===== src/verilog/mc_defines.svh =====
// Widths and limits of the memory controller.
// MC_LEN_W must hold MC_MAX_ELEMS itself, not only the largest index.
`ifndef MC_DEFINES_SVH
`define MC_DEFINES_SVH

// byte address into the data cache
`define MC_ADDR_W 20

// one cache access moves one word
`define MC_WORD_W 32

// core scalar register, a double-word is two cache words
`define MC_SCALAR_W 64

// core vector register
`define MC_VREG_W 256

`define MC_MAX_ELEMS 8 // largest vector length
`define MC_LEN_W 4     // element count, 0 to MC_MAX_ELEMS

`endif


===== src/verilog/mc_cache_pkg.sv =====
// Cache-side command encoding and sequencer states.
package mc_cache_pkg;

    typedef enum logic [1:0] {
        CMD_NOP   = 2'd0,
        CMD_LOAD  = 2'd1,
        CMD_STORE = 2'd2
    } cache_cmd_t;

    typedef enum logic [1:0] {
        ST_IDLE  = 2'd0,
        ST_ISSUE = 2'd1, // first cycle of an element or beat
        ST_WAIT  = 2'd2, // command held for cache_done
        ST_STEP  = 2'd3
    } seq_state_t;

endpackage


===== src/verilog/mc_core_pkg.sv =====
// Core-side request encodings.
// DWORD is legal for scalar requests only.
package mc_core_pkg;

    typedef enum logic {
        OP_LOAD  = 1'b0,
        OP_STORE = 1'b1
    } mem_op_t;

    // element or scalar size, 1, 2, 4 or 8 bytes
    typedef enum logic [1:0] {
        SIZE_BYTE  = 2'd0,
        SIZE_HALF  = 2'd1,
        SIZE_WORD  = 2'd2,
        SIZE_DWORD = 2'd3
    } elem_size_t;

endpackage


===== src/verilog/mem_access_sequencer.sv =====
// Walks the latched request one cache word at a time; inputs must hold while busy.
// A masked-off element costs one ISSUE cycle and no cache access.
`timescale 1ns/1ps
`include "mc_defines.svh"

module mem_access_sequencer #(
    parameter int IDX_W = $clog2(`MC_MAX_ELEMS)
) (
    input  logic                        clk,
    input  logic                        reset,
    input  logic                        start,
    input  mc_core_pkg::mem_op_t        op,
    input  logic                        vector,
    input  mc_core_pkg::elem_size_t     size,
    input  logic [`MC_ADDR_W-1:0]       base_addr,
    input  logic [`MC_LEN_W-1:0]        elem_count,
    input  logic [`MC_MAX_ELEMS-1:0]    active_mask,
    input  logic [`MC_SCALAR_W-1:0]     scalar_wdata,
    input  logic [`MC_VREG_W-1:0]       vector_wdata,
    input  logic                        cache_done,
    output mc_cache_pkg::cache_cmd_t    cache_cmd,
    output logic [`MC_ADDR_W-1:0]       cache_addr,
    output mc_core_pkg::elem_size_t     cache_size,
    output logic [`MC_WORD_W-1:0]       cache_wdata,
    output logic                        capture,
    output logic [IDX_W-1:0]            cap_index,
    output logic                        cap_beat,
    output logic                        seq_idle,
    output logic                        done
);
    import mc_core_pkg::*;
    import mc_cache_pkg::*;

    seq_state_t             state;
    logic [`MC_LEN_W-1:0]   elem_idx;
    logic                   beat;      // high word of a double-word
    logic [`MC_ADDR_W-1:0]  elem_addr;
    logic [`MC_ADDR_W-1:0]  stride;
    logic [IDX_W-1:0]       idx;
    logic                   elem_active;
    logic                   last_elem;
    logic                   is_dword;
    logic                   busy;

    assign idx         = elem_idx[IDX_W-1:0];
    assign elem_active = active_mask[idx];
    assign last_elem   = (elem_idx + 1'b1) == elem_count;
    assign is_dword    = !vector && size == SIZE_DWORD;
    assign busy        = state == ST_ISSUE || state == ST_WAIT;

    always_comb begin
        case (size)
            SIZE_BYTE: stride = `MC_ADDR_W'(1);
            SIZE_HALF: stride = `MC_ADDR_W'(2);
            default:   stride = `MC_ADDR_W'(4);
        endcase
    end

    always_ff @(posedge clk) begin
        if (reset) begin
            state    <= ST_IDLE;
            elem_idx <= '0;
            beat     <= 1'b0;
        end else begin
            case (state)
                ST_IDLE: if (start) begin
                    state     <= ST_ISSUE;
                    elem_idx  <= '0;
                    beat      <= 1'b0;
                    elem_addr <= base_addr;
                end
                ST_ISSUE: if (!elem_active) begin
                    if (last_elem) begin
                        state <= ST_IDLE;
                    end else begin
                        elem_idx  <= elem_idx + 1'b1;
                        elem_addr <= elem_addr + stride;
                    end
                end else begin
                    state <= cache_done ? ST_STEP : ST_WAIT;
                end
                ST_WAIT: if (cache_done) state <= ST_STEP;
                default: begin
                    state <= ST_ISSUE;
                    if (is_dword && !beat) begin
                        beat <= 1'b1;
                    end else if (last_elem) begin
                        state <= ST_IDLE;
                    end else begin
                        elem_idx  <= elem_idx + 1'b1;
                        elem_addr <= elem_addr + stride;
                    end
                end
            endcase
        end
    end

    assign cache_cmd  = !(busy && elem_active) ? CMD_NOP :
                        (op == OP_STORE) ? CMD_STORE : CMD_LOAD;
    assign cache_addr = beat ? elem_addr + `MC_ADDR_W'(4) : elem_addr;
    assign cache_size = vector ? size : SIZE_WORD;

    always_comb begin
        if (!vector) begin
            cache_wdata = beat ? scalar_wdata[`MC_SCALAR_W-1:`MC_WORD_W]
                               : scalar_wdata[`MC_WORD_W-1:0];
        end else begin
            case (size)
                SIZE_BYTE: cache_wdata = {24'b0, vector_wdata[idx*8 +: 8]};
                SIZE_HALF: cache_wdata = {16'b0, vector_wdata[idx*16 +: 16]};
                default:   cache_wdata = vector_wdata[idx*32 +: 32];
            endcase
        end
    end

    assign capture   = busy && elem_active && cache_done && op == OP_LOAD;
    assign cap_index = idx;
    assign cap_beat  = beat;
    assign seq_idle  = state == ST_IDLE;
    // last word already captured when STEP or a skip ends the walk
    assign done = (state == ST_STEP && last_elem && !(is_dword && !beat))
               || (state == ST_ISSUE && !elem_active && last_elem);

    a_cmd_held: assert property (@(posedge clk) disable iff (reset)
        cache_cmd != CMD_NOP && !cache_done |=> $stable(cache_cmd)
            && $stable(cache_addr) && $stable(cache_wdata));

    // done is a single pulse that ends in IDLE
    a_done_to_idle: assert property (@(posedge clk) disable iff (reset)
        done |=> state == ST_IDLE);

endmodule


===== src/verilog/mem_controller.sv =====
// Memory access controller between the core and a word-wide data cache.
// One request in flight; load results hold until the next request starts.
`timescale 1ns/1ps
`include "mc_defines.svh"

module mem_controller (
    input  logic                        clk,
    input  logic                        reset,
    input  logic                        req_valid,
    input  mc_core_pkg::mem_op_t        req_op,
    input  logic                        req_vector,
    input  mc_core_pkg::elem_size_t     req_size,
    input  logic [`MC_ADDR_W-1:0]       req_addr,
    input  logic [`MC_LEN_W-1:0]        req_length,
    input  logic                        req_vm,
    input  logic [`MC_MAX_ELEMS-1:0]    req_mask,
    input  logic [`MC_SCALAR_W-1:0]     req_scalar_wdata,
    input  logic [`MC_VREG_W-1:0]       req_vector_wdata,
    output logic                        req_ready,
    output logic                        done,
    output logic [`MC_SCALAR_W-1:0]     load_scalar,
    output logic [`MC_VREG_W-1:0]       load_vector,
    output mc_cache_pkg::cache_cmd_t    cache_cmd,
    output logic [`MC_ADDR_W-1:0]       cache_addr,
    output mc_core_pkg::elem_size_t     cache_size,
    output logic [`MC_WORD_W-1:0]       cache_wdata,
    input  logic                        cache_done,
    input  logic [`MC_WORD_W-1:0]       cache_rdata
);
    localparam int IDX_W = $clog2(`MC_MAX_ELEMS);

    logic                       start;
    mc_core_pkg::mem_op_t       op;
    logic                       vector;
    mc_core_pkg::elem_size_t    size;
    logic [`MC_ADDR_W-1:0]      base_addr;
    logic [`MC_LEN_W-1:0]       elem_count;
    logic [`MC_MAX_ELEMS-1:0]   active_mask;
    logic [`MC_SCALAR_W-1:0]    scalar_wdata;
    logic [`MC_VREG_W-1:0]      vector_wdata;
    logic                       seq_idle;
    logic                       capture;
    logic [IDX_W-1:0]           cap_index;
    logic                       cap_beat;

    mem_request_decode u_decode (
        .clk, .reset, .req_valid, .req_op, .req_vector, .req_size, .req_addr,
        .req_length, .req_vm, .req_mask, .req_scalar_wdata, .req_vector_wdata,
        .seq_idle, .req_ready, .start, .op, .vector, .size, .base_addr,
        .elem_count, .active_mask, .scalar_wdata, .vector_wdata
    );

    mem_access_sequencer #(.IDX_W(IDX_W)) u_seq (
        .clk, .reset, .start, .op, .vector, .size, .base_addr, .elem_count,
        .active_mask, .scalar_wdata, .vector_wdata, .cache_done, .cache_cmd,
        .cache_addr, .cache_size, .cache_wdata, .capture, .cap_index, .cap_beat,
        .seq_idle, .done
    );

    mem_load_assemble #(.IDX_W(IDX_W)) u_assemble (
        .clk, .reset, .start, .vector, .size, .capture, .cap_index, .cap_beat,
        .cache_rdata, .load_scalar, .load_vector
    );

endmodule


===== src/verilog/mem_load_assemble.sv =====
// Builds the load result from captured cache words; cleared on every start.
// vector and size come from the latched request and hold while it runs.
`timescale 1ns/1ps
`include "mc_defines.svh"

module mem_load_assemble #(
    parameter int IDX_W = $clog2(`MC_MAX_ELEMS)
) (
    input  logic                        clk,
    input  logic                        reset,
    input  logic                        start,
    input  logic                        vector,
    input  mc_core_pkg::elem_size_t     size,
    input  logic                        capture,
    input  logic [IDX_W-1:0]            cap_index,
    input  logic                        cap_beat,
    input  logic [`MC_WORD_W-1:0]       cache_rdata,
    output logic [`MC_SCALAR_W-1:0]     load_scalar,
    output logic [`MC_VREG_W-1:0]       load_vector
);
    import mc_core_pkg::*;

    always_ff @(posedge clk) begin
        if (reset || start) begin
            // skipped elements stay zero
            load_scalar <= '0;
            load_vector <= '0;
        end else if (capture) begin
            if (vector) begin
                case (size)
                    SIZE_BYTE: load_vector[cap_index*8 +: 8]   <= cache_rdata[7:0];
                    SIZE_HALF: load_vector[cap_index*16 +: 16] <= cache_rdata[15:0];
                    default:   load_vector[cap_index*32 +: 32] <= cache_rdata;
                endcase
            end else if (size == SIZE_DWORD) begin
                if (cap_beat)
                    load_scalar[`MC_SCALAR_W-1:`MC_WORD_W] <= cache_rdata;
                else
                    load_scalar[`MC_WORD_W-1:0] <= cache_rdata;
            end else begin
                // word load, sign-extended
                load_scalar <= {{(`MC_SCALAR_W-`MC_WORD_W){cache_rdata[`MC_WORD_W-1]}},
                                cache_rdata};
            end
        end
    end

endmodule


===== src/verilog/mem_request_decode.sv =====
// Takes one core request at a time; the latched plan is stable until the next accept.
// Scalar requests must be WORD or DWORD, vector requests BYTE, HALF or WORD.
`timescale 1ns/1ps
`include "mc_defines.svh"

module mem_request_decode (
    input  logic                        clk,
    input  logic                        reset,
    input  logic                        req_valid,
    input  mc_core_pkg::mem_op_t        req_op,
    input  logic                        req_vector,
    input  mc_core_pkg::elem_size_t     req_size,
    input  logic [`MC_ADDR_W-1:0]       req_addr,
    input  logic [`MC_LEN_W-1:0]        req_length,
    input  logic                        req_vm,
    input  logic [`MC_MAX_ELEMS-1:0]    req_mask,
    input  logic [`MC_SCALAR_W-1:0]     req_scalar_wdata,
    input  logic [`MC_VREG_W-1:0]       req_vector_wdata,
    input  logic                        seq_idle,
    output logic                        req_ready,
    output logic                        start,
    output mc_core_pkg::mem_op_t        op,
    output logic                        vector,
    output mc_core_pkg::elem_size_t     size,
    output logic [`MC_ADDR_W-1:0]       base_addr,
    output logic [`MC_LEN_W-1:0]        elem_count,
    output logic [`MC_MAX_ELEMS-1:0]    active_mask,
    output logic [`MC_SCALAR_W-1:0]     scalar_wdata,
    output logic [`MC_VREG_W-1:0]       vector_wdata
);
    import mc_core_pkg::*;

    logic                     accept;
    logic [`MC_MAX_ELEMS-1:0] mask_next;

    // sequencer still reports idle during the start cycle
    assign req_ready = seq_idle & ~start;
    assign accept    = req_valid & req_ready;

    // vm overrides the mask, the length bounds both
    always_comb begin
        for (int i = 0; i < `MC_MAX_ELEMS; i++) begin
            if (req_vector)
                mask_next[i] = (req_vm | req_mask[i]) & (i < req_length);
            else
                mask_next[i] = (i == 0); // scalar is one element
        end
    end

    always_ff @(posedge clk) begin
        if (reset)
            start <= 1'b0;
        else
            start <= accept;
    end

    always_ff @(posedge clk) begin
        if (accept) begin
            op           <= req_op;
            vector       <= req_vector;
            size         <= req_size;
            base_addr    <= req_addr;
            elem_count   <= req_vector ? req_length : {{(`MC_LEN_W-1){1'b0}}, 1'b1};
            active_mask  <= mask_next;
            scalar_wdata <= req_scalar_wdata;
            vector_wdata <= req_vector_wdata;
        end
    end

    a_scalar_size: assert property (@(posedge clk) disable iff (reset)
        accept && !req_vector |-> req_size inside {SIZE_WORD, SIZE_DWORD});

    // no vector double-words, length within the register
    a_vector_req: assert property (@(posedge clk) disable iff (reset)
        accept && req_vector |-> req_size != SIZE_DWORD && req_length != 0
            && req_length <= `MC_MAX_ELEMS);

endmodule

===== config.mk =====
export PLATFORM = sky130hd
export DESIGN_NAME = mem_controller
export DESIGN_NICKNAME = d
export VERILOG_FILES = /design/src/verilog/mc_cache_pkg.sv /design/src/verilog/mc_core_pkg.sv /design/src/verilog/mem_access_sequencer.sv /design/src/verilog/mem_controller.sv /design/src/verilog/mem_load_assemble.sv /design/src/verilog/mem_request_decode.sv
export VERILOG_INCLUDE_DIRS = /design/src /design/src/verilog
export SDC_FILE = /design/constraint.sdc
export NUM_CORES = 1
export LEC_CHECK = 0
export BUFFER_PORTS_ARGS = -buffer_cell sky130_fd_sc_hd__buf_2
export CAP_MARGIN = 20
export CORE_MARGIN = 5
export CORE_UTILIZATION = 32
export DETAILED_ROUTE_END_ITERATION = 12
export GPL_TIMING_DRIVEN = 0
export PLACE_DENSITY_LB_ADDON = 0.1
export SYNTH_ARGS = -nofsm -noshare
export SYNTH_HDL_FRONTEND = slang
export SYNTH_SLANG_ARGS = --single-unit

===== constraint.sdc =====
create_clock -name clk -period 12.95 [get_ports clk]
set_input_delay 1.295 -clock clk [delete_from_list [all_inputs] [get_ports clk]]
set_output_delay 1.295 -clock clk [all_outputs]
set_load 0.1 [all_outputs]

* Word level (Yosys, flattened, before mapping) *
Cells that the tools add are included.

storage, ports and cells
  word-level logic and storage cells = 142
  output and inout port bits = 378
  bits in registers = 704

cells by class
  eq/ne operators = 13
  reductions and logical operators = 27
  multiplexer cells = 38
  add/subtract/negate cells = 6
  bitwise operators = 24
  order comparisons = 9
  shifts and indexed selects = 9

operator list
  operator                                                 number
  bitwise mux 256 bit                                      3
  one-hot mux 256 bit (2 select lines)                     1
  variable shift 16 x 34 -> 256 bit, first input constant  1
  variable shift 32 x 34 -> 256 bit, first input constant  1
  variable shift 8 x 34 -> 256 bit, first input constant   1
  indexed part select 16 x 34 -> 256 bit                   1
  indexed part select 256 x 7 -> 8 bit                     1
  indexed part select 256 x 8 -> 16 bit                    1
  indexed part select 256 x 9 -> 32 bit                    1
  indexed part select 32 x 34 -> 256 bit                   1
  indexed part select 8 x 34 -> 256 bit                    1
  two-way mux 32 bit                                       4
  two-way mux 20 bit                                       5
  two-way mux 64 bit                                       1
  one-hot mux 32 bit (2 select lines)                      1
  one-hot mux 20 bit (3 select lines)                      1
  negation 6 -> 34 bit                                     1
  negation 7 -> 34 bit                                     1
  negation 8 -> 34 bit                                     1
  adder 20 x 3 -> 20 bit                                   1
  adder 20 x 3 -> 20 bit, second input constant            1
  < comparator 3 x 4 -> 1 bit, first input constant        4
  two-way mux 2 bit                                        8
  two-way mux 4 bit                                        4
  29 further kinds                                         80

* Depth between registers and ports, before layout *
  depth in word-level cells = 6
  gate-level depth with buffers = 17
  depth with buffers taken out = 9

* By module *
A second synthesis with hierarchy kept.

second synthesis, totals
  cell total of the unflattened synthesis = 3033
  area, all modules = 33509.6 sq um

by module, submodules not included
  module                area each (sq um)  times used  cells an instance
  mem_load_assemble     16243.1            1           2049
  mem_request_decode    10881.7            1           388
  mem_access_sequencer  6384.9             1           596

* Least setup slack after synthesis *
No wires, ideal clock.

  path kind = register to register
  start point = register u_seq.state[0]
  end point = register u_decode.active_mask[0], enable pin
  clock period less this slack = 11.072 ns
  slack = 1.878 ns
  arrival = 10.315 ns
  data required time = 12.193 ns
  cell stages (with the launch flop) = 5
  path through = dfxtp_1 > inv_1 > ha_1 > nor2b_1 > and2_1

on the way
  word-level cells in the longest chain between the ends = 3

RTL lines
  what                       RTL line                     RTL
  from (decl)                mem_access_sequencer.sv:34   seq_state_t state;
  from (signal assigned)     mem_access_sequencer.sv:80   state <= cache_done ? ST_STEP : ST_WAIT;
  logical NOT 2 bit          mem_access_sequencer.sv:119  assign seq_idle = state == ST_IDLE;
  bitwise AND 1 bit          mem_request_decode.sv:37     assign req_ready = seq_idle & ~start;
  named net req_ready        mem_controller.sv:19         output logic req_ready,
  bitwise AND 1 bit          mem_request_decode.sv:38     assign accept = req_valid & req_ready;
  named net u_decode.accept  mem_request_decode.sv:33     logic accept;
  to (signal assigned)       mem_request_decode.sv:64     active_mask <= mask_next;
  to (decl)                  mem_request_decode.sv:27     output logic [`MC_MAX_ELEMS-1:0] active_mask,

The timed path passes the listed nets, and every way through them passes these cells.
A chain may end at the register's enable or synchronous reset.

* Final worst setup path *
  start point = register u_seq.elem_idx[1]
  end point = output done

on the way
  word-level cells in the longest chain between the ends = 6
  elaborated cells between the ends (all ways) = 10
  classes of those cells = 1 x add/sub; 1 x eq/ne; 2 x mux; 6 x reduce/logical

RTL lines
  what                                                          RTL line                     RTL
  from (decl)                                                   mem_access_sequencer.sv:35   logic [`MC_LEN_W-1:0] elem_idx;
  from (signal assigned)                                        mem_access_sequencer.sv:76   elem_idx <= elem_idx + 1'b1;
  from (signal assigned)                                        mem_access_sequencer.sv:90   elem_idx <= elem_idx + 1'b1;
  branches (longest 5 deep; another with adder 4 x 1 -> 4 bit)  -
  logical OR 1 bit *                                            mem_access_sequencer.sv:122  || (state == ST_ISSUE && !elem_active && last_elem);
  to (decl)                                                     mem_controller.sv:20         output logic done,

Mark *: on every way between the ends. The select of a mux whose other input is x is not followed.

==> impl_metrics.env <==
export IMPL_critPathCaptureType="output pin"
export IMPL_max_stage_delay_ns=0.52
export IMPL_num_vias=29428
export IMPL_die_area_um2=110000
export IMPL_cts_sinks=704
export IMPL_gp_congestion=0.970
export IMPL_synth_ff_type="edfxtp_1"
export IMPL_reg2reg_from="u_seq.elem_idx[1]"
export IMPL_numCtsBuffers=85
export IMPL_report_final_setup_viol=0
export IMPL_ff2ff_path_depth=15
export IMPL_regArea_um2=17900
export IMPL_relSlewSlack_pct=16.8
export IMPL_cp_slowest_cell="clkbuf_1"
export IMPL_synthTopCellsByArea="edfxtp_1 (34%), dfxtp_1 (20%), mux4_2 (7.6%), o21ai_0 (3.8%), mux2i_1 (3.2%)"
export IMPL_hold_violations=0
export IMPL_leakage_nw=15.9
export IMPL_fin_crit_ns=6.39
export IMPL_grt_pass1_wl_um=230000
export IMPL_p_total_mw=7.70
export IMPL_grt_start_max_net_pins=63
export IMPL_cts_buffer_depth=3
export IMPL_dp_hpwl_um=128000
export IMPL_layout_filler_cells=10238
export IMPL_yosys_top_cells_count="edfxtp_1 (376), dfxtp_1 (328), o21ai_0 (251)"
export IMPL_powerDensity_nw_per_um2=184
export IMPL_start_util_pct=32.3
export IMPL_cts_root_buf="clkbuf_16"
export IMPL_fin_nets=4167
export IMPL_core_um2=102000
export IMPL_ys_seq_area_share_pct=54.1
export IMPL_path_buf_inv=8
export IMPL_drt_iter0_drc=2901
export IMPL_drv_cap=0
export IMPL_wl_per_cell_um=31.9
export IMPL_synth_cell_types=99
export IMPL_drive_gt1_share_pct=30.6
export IMPL_critPathArrivalTime_ns=5.10
export IMPL_avgSynthCellArea_um2=11.4
export IMPL_area_growth_pct=26.8
export IMPL_r2r_slack_ns=7.10
export IMPL_ant_nets=0
export IMPL_max_freq_mhz=156
export IMPL_rows=117
export IMPL_path_class="flip-flop to output pin"
export IMPL_antenna_found_initial=58
export IMPL_syn_cell_area_um2=33000
export IMPL_ys_ff_latch=704
export IMPL_drt_pass1_iterations=8
export IMPL_fin_area_um2=41900
export IMPL_synthesis_nets=3309
export IMPL_cts_setup_buffers=0
export IMPL_viasPerCell=5.64
export IMPL_async_flop_share_pct=0
export IMPL_post_dp_cell_area_um2=38800
export IMPL_fin_skew_ns=0.0303
export IMPL_gr_usage_all_layers_pct=28.9
export IMPL_maxSlewViolCount=0
export IMPL_ys_warn_count=0
export IMPL_synth_top_area_share_pct=34.2
export IMPL_fin_tns_setup_ns=0
export IMPL_clkLatencyLatePin_ns=0.69
export IMPL_status="finished, final reports clean"
export IMPL_htreeDepth=3
export IMPL_fin_crit_sh_pct=49.4
export IMPL_required_ns=11.65
export IMPL_overflow=0
export IMPL_multi_input_area_um2=13900
export IMPL_synth_edf_count=376
export IMPL_synth_top_area_cell="edfxtp_1"
export IMPL_path_delay_family="buffers and inverters"
export IMPL_io_buffer_count=758
export IMPL_cp_start_kind="flip-flop"
export IMPL_peakVddDrop_mv=0.124
export IMPL_syn_inst=2899
export IMPL_crit_fanout=10
export IMPL_hold_buffers=0
export IMPL_hold_depth=2
export IMPL_cp_cell_sequence="buf_4 -> buf_4 -> buf_2 -> buf_2 -> buf_4 -> inv_1 -> ha_1 -> clkbuf_1 -> xor2_1 -> nor3_1 -> nand2_1 -> nor2_1 -> buf_2"
export IMPL_synth_most_common_cell="edfxtp_1"
export IMPL_grt_pass1_vias=29536
export IMPL_num_io_pins=771
export IMPL_cts_resized=0
export IMPL_rsz0062_at_grt="no"
export IMPL_routed_wl_um=167000
export IMPL_clkTransAtPathRegs_ns=0.06
export IMPL_die_h_um=331
export IMPL_worst_slew_pin_slew_ns=1.25
export IMPL_hold_path_class="flip-flop to flip-flop"
export IMPL_drc=0
export IMPL_cts_tree="done"
export IMPL_die_width_um=331
## layer usage
metal | vias up | GRT usage, % | share of wire (%)
met5 | - | 0 | 0.17
met4 | 42 | 13.7 | 5.6
met3 | 420 | 6.95 | 8.0
met2 | 1489 | 51.1 | 50
met1 | 14488 | 32.9 | 36
li1 | 12989 | - | -
## logic make-up (layout without fill, tap and decap cells)
logic type	Yosys count	in the layout	synth area share, %
other cells	0	26	0
simple gates	719	719	10.7
mux	231	231	11.3
xor+xnor	40	40	1.11
buf+inv	285	1213	3.83
compound gates	903	903	18.3
flops	704	704	54.1
fa+ha+maj	17	17	0.667
## per-stage QoR
step	instances	setup WS [ns]	hold slack, ns	utilization [%]
after floorplan	2899	1.88	0.500	-
after global placement	5025	-1.27	0.432	37.7
after detailed placement	5037	7.22	0.438	38.0
after CTS	5194	6.49	0.446	40.9
after global routing	5208	6.32	0.471	40.9
final	5221	6.56	0.444	41.0
## report_power, final
part / leakage [nW] / switching, mW / internal [mW]
logic: 8.25 / 1.71 / 0.586
clock network: 1.44 / 1.05 / 1.52
registers: 6.21 / 0.134 / 2.70
## worst max-delay path by stage
stage / startpoint / end / slack, ns / cells past startpoint
after floorplan: u_seq.state[0] / u_decode.active_mask[0] / 1.88 / 4
after global placement: req_valid / u_decode.scalar_wdata[41] / -1.27 / 2
after detailed placement: u_seq.elem_idx[1] / flip-flop / 7.22 / 15
after CTS: u_seq.elem_idx[1] / done / 6.49 / 13
after global routing: u_seq.elem_idx[1] / done / 6.32 / 13
final: u_seq.elem_idx[1] / done / 6.56 / 13
## placed cells by master, fill, tap and decap left out, types with 18 or more instances in the layout
cell type / Yosys / layout
a211oi_1: 38 / 38
a21boi_0: 24 / 24
a21oi_1: 170 / 169
a22o_1: 81 / 81
a31oi_1: 44 / 44
a32o_1: 27 / 27
and2_1: 36 / 35
and3_1: 22 / 22
buf_1: 18 / 18
buf_2: 65 / 823
buf_4: 26 / 28
clkbuf_1: 156 / 168
clkbuf_16: 0 / 87
dfxtp_1: 328 / 328
diode_2: 0 / 26
edfxtp_1: 376 / 376
mux2i_1: 105 / 105
mux4_2: 111 / 111
nand2_1: 190 / 190
nand2b_1: 25 / 25
nand3_1: 35 / 35
nand4_1: 69 / 69
nor2_1: 229 / 229
nor3_1: 43 / 42
o21ai_0: 251 / 251
o22ai_1: 60 / 60
o2bb2ai_1: 51 / 51
o31ai_1: 25 / 25
o32ai_1: 25 / 25
xnor2_1: 23 / 23
## worst register-to-register path, cell delays in order, from the launching register on
cell and delay [ns]:
dfxtp_1 0.50, buf_4 0.25, buf_4 0.25, buf_2 0.43
buf_2 0.39, buf_4 0.33, inv_1 0.17, ha_1 0.23
ha_1 0.40, buf_2 0.26, nor2_1 0.67, nand3_1 0.46
nor2_1 0.59, clkbuf_1 0.45, a222oi_1 0.24, a21oi_1 0.17
## area by class of cell
class / count / share of cell area [%]
buffer: 268 / 2.87
timing repair buffer: 771 / 9.69
clock buffer: 104 / 5.47
antenna: 26 / 0.155
tap: 1368 / 4.09
inverter: 17 / 0.152
multi-input combinational: 1910 / 33.2
sequential: 704 / 42.7
clock inverter: 53 / 1.68
(Power assumes the default switching activity.)
